`config.mk`:
```
export PLATFORM = sky130hd
export DESIGN_NAME = burst_writer_flat
export DESIGN_NICKNAME = d
export VERILOG_FILES = /design/src/wu_bus_pkg.sv /design/src/wu_cfg_pkg.sv /design/src/word_stream_if.sv /design/src/burst_writer.sv /design/src/flat_wrapper.sv
export SDC_FILE = /design/constraint.sdc
export NUM_CORES = 1
export LEC_CHECK = 0
export ABC_AREA = 0
export BUFFER_PORTS_ARGS = -buffer_cell sky130_fd_sc_hd__buf_2
export CORE_MARGIN = 2
export CORE_UTILIZATION = 52
export DETAILED_ROUTE_END_ITERATION = 8
export PLACE_DENSITY = 0.94
export SLEW_MARGIN = 25
export SYNTH_ARGS = -nofsm -noshare
export SYNTH_HDL_FRONTEND = slang
export SYNTH_SLANG_ARGS = --single-unit
```
`constraint.sdc`:
```
create_clock -name clk -period 11.9 [get_ports clk]
set_input_delay 2.975 -clock clk [delete_from_list [all_inputs] [get_ports clk]]
set_output_delay 2.975 -clock clk [all_outputs]
set_load 0.03 [all_outputs]
```
`src/wu_bus_pkg.sv`:
```
`default_nettype none

package wu_bus_pkg;

   // master databus address and data widths
   localparam int AXI_ADDR_W = 32;
   localparam int AXI_DATA_W = 32;

   // one strobe bit per byte lane
   localparam int STRB_W = AXI_DATA_W / 8;

   // beat count of one burst
   // a burst carries at most 2**LEN_W-1 beats
   localparam int LEN_W = 8;

   // only full-word writes are issued
   localparam logic [STRB_W-1:0] WSTRB_ALL = '1;

endpackage

`default_nettype wire

```
`src/wu_cfg_pkg.sv`:
```
`default_nettype none

package wu_cfg_pkg;

   import wu_bus_pkg::*;

   // top address bit of the local buffer picks the ping-pong half
   localparam int BUF_ADDR_W = 8;
   localparam int BUF_DEPTH  = 2 ** BUF_ADDR_W;

   // datapath word
   localparam int DATA_W = 32;

   // store pattern counters
   localparam int LOOP_W  = 7;
   localparam int DELAY_W = 8;

   typedef struct packed {
      logic [BUF_ADDR_W-1:0] store_start;
      logic [BUF_ADDR_W-1:0] store_incr;
      logic [BUF_ADDR_W-1:0] store_stride;
      logic [LOOP_W-1:0]     store_period;
      logic [LOOP_W-1:0]     store_iter;
      logic [DELAY_W-1:0]    store_delay;
      logic                  xfer_enable;
      logic [BUF_ADDR_W-1:0] xfer_amount;
      logic [AXI_ADDR_W-1:0] xfer_ext_addr;
      logic [LEN_W-1:0]      xfer_len;
      logic [AXI_ADDR_W-1:0] xfer_addr_stride;
      logic                  ping_pong;
   } wu_cfg_t;

endpackage

`default_nettype wire
```
`src/word_stream_if.sv`:
```
`timescale 1ns/100ps
`default_nettype none

interface word_stream_if
   import wu_cfg_pkg::*;
();

   logic              valid;
   logic              ready;
   logic [DATA_W-1:0] data;
   // final word of the whole transfer
   logic              last;

   modport src (output valid, output data, output last, input ready);
   modport dst (input valid, input data, input last, output ready);

endinterface

`default_nettype wire

```
`src/burst_writer.sv`:
```
`timescale 1ns/100ps
`default_nettype none

module burst_writer
   import wu_bus_pkg::*;
   import wu_cfg_pkg::*;
(
   input  wire                   clk,
   input  wire                   rst,
   input  wire                   run_i,
   input  wire wu_cfg_t          cfg_i,
   word_stream_if.dst            in,
   output logic                  databus_valid_o,
   input  wire                   databus_ready_i,
   output logic [AXI_ADDR_W-1:0] databus_addr_o,
   output logic [AXI_DATA_W-1:0] databus_wdata_o,
   output logic [STRB_W-1:0]     databus_wstrb_o,
   output logic [LEN_W-1:0]      databus_len_o,
   output logic                  databus_last_o,
   output logic                  done_o
);

   // words not yet covered by a finished burst
   logic [BUF_ADDR_W-1:0] rem_q;
   logic [LEN_W-1:0]      beat_q;
   logic [AXI_ADDR_W-1:0] addr_q;
   logic [LEN_W-1:0]      burst_len;
   logic                  beat_ok;
   logic                  beat_last;

   // rem only moves at burst end, so len holds for the whole burst
   assign burst_len = (BUF_ADDR_W'(cfg_i.xfer_len) > rem_q) ? LEN_W'(rem_q) : cfg_i.xfer_len;
   assign beat_last = (beat_q == burst_len - 1'b1);
   assign beat_ok   = in.valid && databus_ready_i;

   assign in.ready        = databus_ready_i;
   assign databus_valid_o = in.valid;
   assign databus_wdata_o = in.data;
   assign databus_wstrb_o = WSTRB_ALL;
   assign databus_addr_o  = addr_q;
   assign databus_len_o   = burst_len;
   assign databus_last_o  = in.valid && beat_last;

   always_ff @(posedge clk or posedge rst) begin
      if (rst) begin
         rem_q  <= '0;
         beat_q <= '0;
         addr_q <= '0;
         done_o <= 1'b1;
      end else if (run_i) begin
         rem_q  <= cfg_i.xfer_amount;
         beat_q <= '0;
         addr_q <= cfg_i.xfer_ext_addr;
         // nothing to send counts as done
         done_o <= !(cfg_i.xfer_enable && (cfg_i.xfer_amount != '0));
      end else if (beat_ok) begin
         if (beat_last) begin
            beat_q <= '0;
            rem_q  <= rem_q - BUF_ADDR_W'(burst_len);
            addr_q <= addr_q + cfg_i.xfer_addr_stride;
         end else begin
            beat_q <= beat_q + 1'b1;
         end
         if (in.last) begin
            done_o <= 1'b1;
         end
      end
   end

endmodule

`default_nettype wire

```
`src/flat_wrapper.sv`:
```
// flat-port wrapper written by rule: the top's interface ports become plain ports
module burst_writer_flat import wu_bus_pkg::*; import wu_cfg_pkg::*;
  (clk, rst, run_i, cfg_i, databus_valid_o, databus_ready_i, databus_addr_o, databus_wdata_o, databus_wstrb_o, databus_len_o, databus_last_o, done_o, in_valid, in_data, in_last, in_ready);
  word_stream_if in_i ();
  input  wire clk;
  input  wire rst;
  input  wire run_i;
  input  wire wu_cfg_t cfg_i;
  output logic databus_valid_o;
  input  wire databus_ready_i;
  output logic [AXI_ADDR_W-1:0] databus_addr_o;
  output logic [AXI_DATA_W-1:0] databus_wdata_o;
  output logic [STRB_W-1:0] databus_wstrb_o;
  output logic [LEN_W-1:0] databus_len_o;
  output logic databus_last_o;
  output logic done_o;
  input wire logic [$bits(in_i.valid)-1:0] in_valid;
  input wire logic [$bits(in_i.data)-1:0] in_data;
  input wire logic [$bits(in_i.last)-1:0] in_last;
  output wire logic [$bits(in_i.ready)-1:0] in_ready;
  assign in_i.valid = in_valid;
  assign in_i.data = in_data;
  assign in_i.last = in_last;
  assign in_ready = in_i.ready;
  burst_writer u_core (.clk(clk), .rst(rst), .run_i(run_i), .cfg_i(cfg_i), .in(in_i), .databus_valid_o(databus_valid_o), .databus_ready_i(databus_ready_i), .databus_addr_o(databus_addr_o), .databus_wdata_o(databus_wdata_o), .databus_wstrb_o(databus_wstrb_o), .databus_len_o(databus_len_o), .databus_last_o(databus_last_o), .done_o(done_o));
endmodule
```
==> Word-level counts from Yosys, hierarchy flattened <==
Cells that the tools add are included.
{ "op_classes": {"add_sub_neg": 4, "n_lt_le_gt_ge": 1, "n_eq_ne": 1, "mux": 13, "reduce_logical": 10} }
{ "op_table": {"columns": ["op", "count"], "rows": [
  ["2-to-1 mux 32 bit", 3],
  ["2-to-1 mux 8 bit", 7],
  ["adder 32 bit", 1],
  ["adder 8 x 1 -> 8 bit, second input constant", 1],
  ["equality test 8 bit", 1],
  ["> comparator 8 bit", 1],
  ["nonzero test 8 bit", 1],
  ["subtractor 8 x 1 -> 8 bit, second input constant", 1],
  ["subtractor 8 bit", 1],
  ["nonzero test 2 bit", 3],
  ["AND reduction 2 bit", 2],
  ["logical AND 1 bit", 3],
  ["2-to-1 mux 1 bit", 3],
  ["zero test 1 bit", 1]
]} }
{ "word_totals": {"ff_bits": 49, "inputBits": 166, "output_inout_bits": 80, "wordCells": 33} }

==> Depth between registers and ports, before layout <==
Gate-level depths: netlist (run 1).
{ "logic_depth": {"word_depth": 7, "mapped_depth": 23, "ltp_nobuf": 19} }

==> Worst setup path after synthesis (run 1) <==
No wires, ideal clock.
{ "synth_timing": {"path_type": "in2out", "startpoint": "input port cfg_i[40] (netlist name)", "endpoint": "output port databus_last_o", "arrival_time_ns": 6.576, "required_ns": 8.925, "setup_slack_ns": 2.349, "stages": 18, "n_path_buf": 2, "cell_sequence": "ha_1 nand4_1 nor2_1 nor2b_1 clkbuf_1 nor2_1 clkbuf_1 nor2_1 a21oi_1 ha_1 inv_2 or3_1 xnor2_1 nor3_1 nor3_1 nor4b_1 and4_1 and2_1"} }
{ "synth_between": {"elab_chain_len": 5} }
{ "synth_lines": {"columns": ["element", "line_no", "source"], "rows": [
  ["from (decl)", "flat_wrapper.sv:8", "input wire wu_cfg_t cfg_i;"],
  ["> comparator 8 bit", "burst_writer.sv:32", "assign burst_len = (BUF_ADDR_W'(cfg_i.xfer_len) > rem_q) ? LEN_W'(rem_q) : cfg_i.xfer_len;"],
  ["2-to-1 mux 8 bit (*)", "burst_writer.sv:32", null],
  ["subtractor 8 x 1 -> 8 bit (*)", "burst_writer.sv:33", "assign beat_last = (beat_q == burst_len - 1'b1);"],
  ["equality test 8 bit (*)", "burst_writer.sv:33", null],
  ["logical AND 1 bit (*)", "burst_writer.sv:42", "assign databus_last_o = in.valid && beat_last;"],
  ["to (decl)", "flat_wrapper.sv:15", "output logic databus_last_o;"]
]} }
Every way passes the cells marked *; elsewhere a longest branch is shown, timed or not.

==> Worst setup path in the final report (run 1) <==
Same ends and word-level chain as after synthesis.

==> impl_results.md, run 1 <==
* Worst Min Path Start: u_core.beat_q[5]
* Wire length after detailed routing at roughly 13 mm
* Total internal power at 0.000339 W
* Final net count at about 950
* Mean instance size in the synthesized netlist at about 7.9 sq um
* Clock network latency to the later pin of the worst-skew pair at 300 ps
* Share of synthesized area occupied by flip-flops and latches at between 20% and 30%
* CTS root buffer: clkbuf_8
* WP data required at roughly 8900 ps
* Die H at between 100 and 150 um
* Worst setup startpoint: cfg_i[40]
* # resized after CTS at 0
* Clock period minus worst slack at around 10000 ps
* Nature of the critical path startpoint: input port
* Clock share of power at roughly 17%
* Combinational cell fraction of total power at 50.4%
* CTS buffer count at 5
* Inserted Diodes at 0
* Clock input transition at the sequential cells of the worst setup and hold paths at ~90 ps
* Total overflow reported by the global router at 0
* Placement row count at 36
* Max Clk Rate at between 90 and 100 MHz
* Worst Path Arrival at about 7400 ps
* Leading cell type by number of instances after synthesis: a21oi_1
* Synth Flop Type: dfrtp_1
* Max-slew headroom at 36.8%
* Final-report hold violation count at 0
* Hold-fix buffers, CTS at 0
* Final cycle utilization of the critical path at between 80% and 90%
* Worst slew pin tran at between 900 and 1000 ps
* Floorplan die area at roughly 11000 sq um
* Number of warning messages in the yosys log at 0
* Final setup vio count at 0
* VDD IR max at 0.0641 mV
* WL/cell at 14.6 um
* Number of standard cells after synthesis at between 600 and 700
* TritonCTS clock tree: yes
* 1st-pass router iterations at 5
* Placement-stage cell area at 5570 sq um
* Maximum number of pins on one net before global-route repair at 82
* Total clock sinks at 49
* Antenna violations before repair at 0
* Final std cell area, no fill at 5650 sq um
* Final worst clock skew at about 10 ps
* Via count of the routed design at a little under 5k
* Area Overhead vs Synth at 11.0%
* Global-route wire length before repair at approximately 20 mm
* Number of synthesized register bits at slightly below 50
* Power density normalized to cell area at just over 100 nW/um^2
* Async S/R FF share, synth at 100%
* Type of the worst setup path: input port to output pin
* Detailed placement HPWL at approximately 9.7 mm
* Setup repair after global routing missed its margin: false
* Routability Congestion at 0.932
* Fillcell total at about 910
* Placeable core area at between 9000 and 10000 sq um
* Post-Syn Area at 5090 sq um
* Share of post-route cells with drive strength above 1 at between 20% and 30%
* Switching share of power at 41.9%
* Count of antenna-violating nets left after detailed routing at 0
* Relative contribution of sequential cells to total power at between 30 and 40%
* Top post-synthesis cells by area: dfrtp_1 24%, ha_1 12%, a21oi_1 6.8%
* Largest fanout on the critical path at 13
* Via density per instance at roughly 5.7
* Switching pwr at roughly 0.00024 W
* Beginning of the worst register-to-register path: u_core.rem_q[5]
* CP Capture Type: output pin
* Maximum count of clock buffers along a single path at 2
* # port buffers at 130
* Count of buffers added by post-CTS timing repair for setup at 0
* Synth cell count leaders: 69 x a21oi_1, 61 x nand2_1, 48 x dfrtp_1, 48 x ha_1, 41 x nor2_1
* Total count of max-transition violations in the final report at 0
* Proportion of netlist area held by the largest area contributor at approximately a quarter
* Final-layout setup total negative slack at 0 ps
* Distinct cell type count after synthesis at 64
* Die extent in x at 103 um
* DRC violation count after routing at 0
* I/O pin count at 246
* CTS H-tree lvls at 2
* Leakage power of the design at 2.72 nW
* Result of the run: completed
* Max capacitance violation total at 0
* Drt initial violations at about 170
* Number of flops mapped to enable cells by yosys at 0
* Total routing resource utilization after global routing at a little under a quarter
* Yosys top cell by area: dfrtp_1
* Initial cell density of the core at 52.8%
* Path category of the worst min-delay check: flip-flop to flip-flop
* Vias in the first global route at ~4.6k
* Core utilization of the finished layout at between 50% and 60%
## metal layers
| metal | global-route usage, % | vias up | wire (um) |
|---|---|---|---|
| li1 | - | 2439 | - |
| met1 | 29.8 | 2281 | 5510 |
| met2 | 42.4 | 150 | 6110 |
| met3 | 3.80 | 24 | 668 |
| met4 | 7.59 | 0 | 272 |
| met5 | 0 | - | 0 |
## layout by cell type (no fill, tap or decap), types with 9 or more instances in the layout
cell,count
buf_2,130
a21o_1,19
a21oi_1,69
inv_1,29
dfrtp_1,48
nor3_1,22
nor2b_1,9
o21ai_0,21
mux2i_1,19
nand3_1,12
ha_1,48
nand2_1,61
o21ai_1,35
xor2_1,12
and3_1,13
nor2_1,41
xnor2_1,26
## through the flow
| stage | hold slack (ps) | cells | power, W | setup WS [ps] |
|---|---|---|---|---|
| final | 566 | 863 | 0.000584 | 1520 |
| after global routing | 594 | 863 | 0.000630 | 1020 |
| after CTS | 565 | 863 | 0.000587 | 1660 |
| after detailed placement | 554 | 855 | 0.000487 | 1690 |
| after global placement | 545 | 855 | 0.000478 | 1720 |
| after floorplan | 508 | 646 | 0.000435 | 2350 |
## flip-flops by register name, summed over array words and instances, names as in the netlist
| register | cells |
|---|---|
| u_core.beat_q | 8 |
| u_core.databus_addr_o | 32 |
| u_core.rem_q | 8 |
| u_core.done_o | 1 |
## power by group through the flow
stage	combinational (W)	clock (W)	sequential (W)
2_1_floorplan	0.000220	0	0.000215
4_1_cts	0.000293	0.000101	0.000193
3_3_place_gp	0.000282	0	0.000195
5_1_grt	0.000328	0.000107	0.000195
6_report	0.000295	0.0000965	0.000193
3_5_place_dp	0.000291	0	0.000196
## critical path, stage by stage
cell and delay (ps):
buf_2 150, ha_1 320, nand4_1 210, nor2_1 260, nor2b_1 180, nor2_1 580
nor2_1 80, a21oi_1 300, ha_1 330, inv_2 50, or3_1 320, xnor2_1 180
nor3_1 80, o21ai_0 160, nor4b_1 520, and4_1 380, and2_1 140, buf_2 190
## final cells by class
class	instances	area [sq um]	area share, %
tap	133	166	2.94
inverter	31	116	2.06
clock buffer	7	76.3	1.35
sequential	49	1230	21.7
multi-input combinational	509	3390	59.9
clock inverter	1	5.00	0.0886
timing repair buffer	133	673	11.9
## worst paths after layout
path / end / slack, ps / cells past startpoint
max in group asynchronous: u_core.rem_q[0] / 8610 / 3
hold reg to reg: u_core.beat_q[5] / 570 / 1
min in group asynchronous: u_core.databus_addr_o[12] / 2850 / 3
setup reg to reg: u_core.databus_addr_o[31] / 5930 / 19
hold / removal: u_core.beat_q[5] / 570 / 1
setup / recovery: databus_last_o / 1520 / 18
## cell families after synthesis
family          count (synthesis)  synth area share, %
simple gates                  200                 19.8
compound gates                197                 23.3
buf+inv                        88                 9.61
fa+ha+maj                      50                 12.6
flops                          49                 24.1
xor+xnor                       38                 6.54
mux                            20                 3.96
other cells                     1               0.0736
Power figures use the tool's default switching activity.
==> run 2, diff against run 1 <==
- CORE_UTILIZATION: 52 -> 49
- CTS_BUF_LIST: unset -> sky130_fd_sc_hd__clkbuf_2 sky130_fd_sc_hd__clkbuf_4 sky130_fd_sc_hd__clkbuf_8
- PLACE_DENSITY: 0.94 -> 0.89
- clock period: 11.9 -> 10.7 ns (I/O delays scaled with it)
==> impl_results.md, run 2 (synthesis gave the netlist of run 1 again) <==
* Result of the run: completed (unchanged)
* TritonCTS clock tree: yes (unchanged)
* CTS H-tree lvls at 2 (unchanged)
* Met3 layer wire length in the routed design at 725 um (was 668 um)
* I/O pin count at 246 (unchanged)
* Worst slew pin tran at 974 ps (was 945 ps)
* Clock network latency to the later pin of the worst-skew pair at 300 ps (about the same)
* Relative contribution of sequential cells to total power at 32.8% (was 33.0%)
* Wire length after detailed routing at 12.7 mm (was 12.6 mm)
* Count of antenna-violating nets left after detailed routing at 0 (unchanged)
* Drt initial violations at 215 (was 167)
* Share of post-route cells with drive strength above 1 at 20.8% (was 20.5%)
* Combinational cell fraction of total power at 50.1% (was 50.4%)
* Final worst clock skew at 9.96 ps (was 10.3 ps)
* Maximum number of pins on one net before global-route repair at 82 (unchanged)
* Register-to-register path setup slack at 4700 ps (was 5930 ps)
* Via density per instance at 5.61 (was 5.67)
* Final-report hold violation count at 0 (unchanged)
* # port buffers at 130 (unchanged)
* Final setup vio count at 0 (unchanged)
* Most common library cell in the layout ignoring fill and taps: buf_2 (unchanged)
* CTS buffer count at 5 (unchanged)
* Placeable core area at 10200 sq um (was 9640 sq um)
* Largest fanout on the critical path at 13 (unchanged)
* Total internal power at 0.000380 W (was 0.000339 W)
* Routability Congestion at 0.921 (was 0.932)
* M1 wire length at 5.42 mm (was 5.51 mm)
* Total count of max-transition violations in the final report at 0 (unchanged)
* Max Clk Rate at 102 MHz
* Count of placed standard cells in the final layout, fillers left out at 867 (was 863)
* CTS root buffer: clkbuf_8 (unchanged)
* Nature of the critical path startpoint: input port (unchanged)
* Max FFs per register at 32 (unchanged)
* Max-slew headroom at 34.9% (was 36.8%)
* Count of buffers added by post-CTS timing repair for setup at 0 (unchanged)
* Area Overhead vs Synth at 11.2% (was 11.0%)
* Cell count of the worst reg-to-reg path at 19 (unchanged)
* # resized after CTS at 0 (unchanged)
* Clock period minus worst slack at approximately 9800 ps
* Hold-fix buffers, CTS at 0 (unchanged)
* Global-route wire length before repair at 21.1 mm (was 20.5 mm)
* Maximum count of clock buffers along a single path at 2 (unchanged)
* Floorplan die area at 11200 sq um (was 10600 sq um)
* Power density normalized to cell area at 115 nW/um^2 (was 103 nW/um^2)
* Max capacitance violation total at 0 (unchanged)
* Via count of the routed design at 4861 (was 4894)
* VDD IR max at 0.0627 mV (was 0.0641 mV)
* Clock share of power at 17.0% (was 16.5%)
* Path category of the worst min-delay check: flip-flop to flip-flop (unchanged)
* Die extent in x at 106 um (was 103 um)
* Initial cell density of the core at 50.0% (was 52.8%)
* Final cycle utilization of the critical path at 91.6%
* WP data required at 8030 ps (was 8930 ps)
* Final-layout setup total negative slack at 0 ps (unchanged)
* Detailed placement HPWL at 9.65 mm (was 9.67 mm)
* Total clock sinks at 49 (unchanged)
* Total overflow reported by the global router at 0 (unchanged)
* Die H at 106 um (was 103 um)
* Switching share of power at 41.8% (was 41.9%)
* Total routing resource utilization after global routing at 22.7% (was 23.9%)
* Vias in the first global route at 4669 (was 4561)
* Type of the worst setup path: input port to output pin (unchanged)
* WL/cell at 14.6 um (about the same)
* DRC violation count after routing at 0 (unchanged)
* Uppermost routed layer: met4 (unchanged)
* Worst Hold Path Cells at 1 (unchanged)
* Leakage power of the design at 2.72 nW (about the same)
* 1st-pass router iterations at 5 (unchanged)
* CP Capture Type: output pin (unchanged)
* Met2 WL at 6.34 mm (was 6.11 mm)
* Setup repair after global routing missed its margin: false (unchanged)
* Placement row count at 37 (was 36)
* Number of placed instances with taps included at 858 (was 855)
* Final net count at 945 (unchanged)
* Switching pwr at 0.000273 W (was 0.000245 W)
* Clock input transition at the sequential cells of the worst setup and hold paths at 90 ps (about the same)
* Most frequent cells in the layout: 130 x buf_2, 69 x a21oi_1, 61 x nand2_1 (unchanged)
* Worst Path Arrival at 7130 ps (was 7410 ps)
* Antenna violations before repair at 1 (was 0)
run 2: cell types whose count changed in the layout (fill, tap and decap cells not counted):
cell and delta:
clkbuf_1 -2, clkinv_2 +1, diode_2 +1, clkbuf_4 +1
run 2: per-layer routing:
metal | vias up | global-route usage [%]
met5 | - | 0
met4 | 0 | 6.11
met3 | 18 | 4.05
met1 | 2249 | 28.2
li1 | 2453 | -
met2 | 141 | 40.4
run 2: per-stage QoR:
| stage | setup slack (ps) | util, % | hold slack [ps] | cell area [sq um] | power (W) |
|---|---|---|---|---|---|
| global route | 481 | 55.6 | 599 | 5660 | 0.000706 |
| global placement | 1110 | 54.7 | 549 | 5570 | 0.000532 |
| finish | 900 | 55.6 | 574 | 5660 | 0.000653 |
| floorplan | 1750 | - | 508 | 5100 | 0.000484 |
| CTS | 1030 | 55.6 | 574 | 5660 | 0.000656 |
| detailed placement | 1040 | 54.7 | 558 | 5570 | 0.000541 |
run 2: cell type report:
type | count | area [sq um]
Inverter | 31 | 116
Sequential cell | 49 | 1230
Multi-Input combinational cell | 509 | 3390
Timing Repair Buffer | 133 | 673
Fill cell | 999 | 4520
Clock inverter | 2 | 10.0
Antenna cell | 1 | 2.50
Tap cell | 136 | 170
Clock buffer | 6 | 76.3
run 2: power by group through the flow:
stage / Clock [W] / Sequential, W / Combinational (W)
6_report: 0.000111 / 0.000214 / 0.000327
3_3_place_gp: 0 / 0.000217 / 0.000315
2_1_floorplan: 0 / 0.000239 / 0.000245
4_1_cts: 0.000116 / 0.000214 / 0.000325
3_5_place_dp: 0 / 0.000218 / 0.000323
5_1_grt: 0.000125 / 0.000217 / 0.000364
run 2: worst paths after layout:
| check | startpoint | endpoint |
|---|---|---|
| max | cfg_i[40] | databus_last_o |
| min | u_core.beat_q[0] | u_core.beat_q[0] |
| max reg2reg | u_core.rem_q[4] | u_core.databus_addr_o[31] |
| min reg2reg | u_core.beat_q[0] | u_core.beat_q[0] |
| max in group asynchronous | rst | u_core.databus_addr_o[26] |
| min in group asynchronous | rst | u_core.databus_addr_o[12] |
run 2: critical path, stage by stage:
cell	delay, ps
buf_2	150
ha_1	330
nand4_1	200
nor2_1	250
nor2b_1	170
nor2_1	630
nor2_1	90
a21oi_1	270
ha_1	320
inv_2	50
or3_1	320
xnor2_1	140
nor3_1	240
nor3_1	80
nor4b_1	500
and4_1	380
and2_1	140
buf_2	180
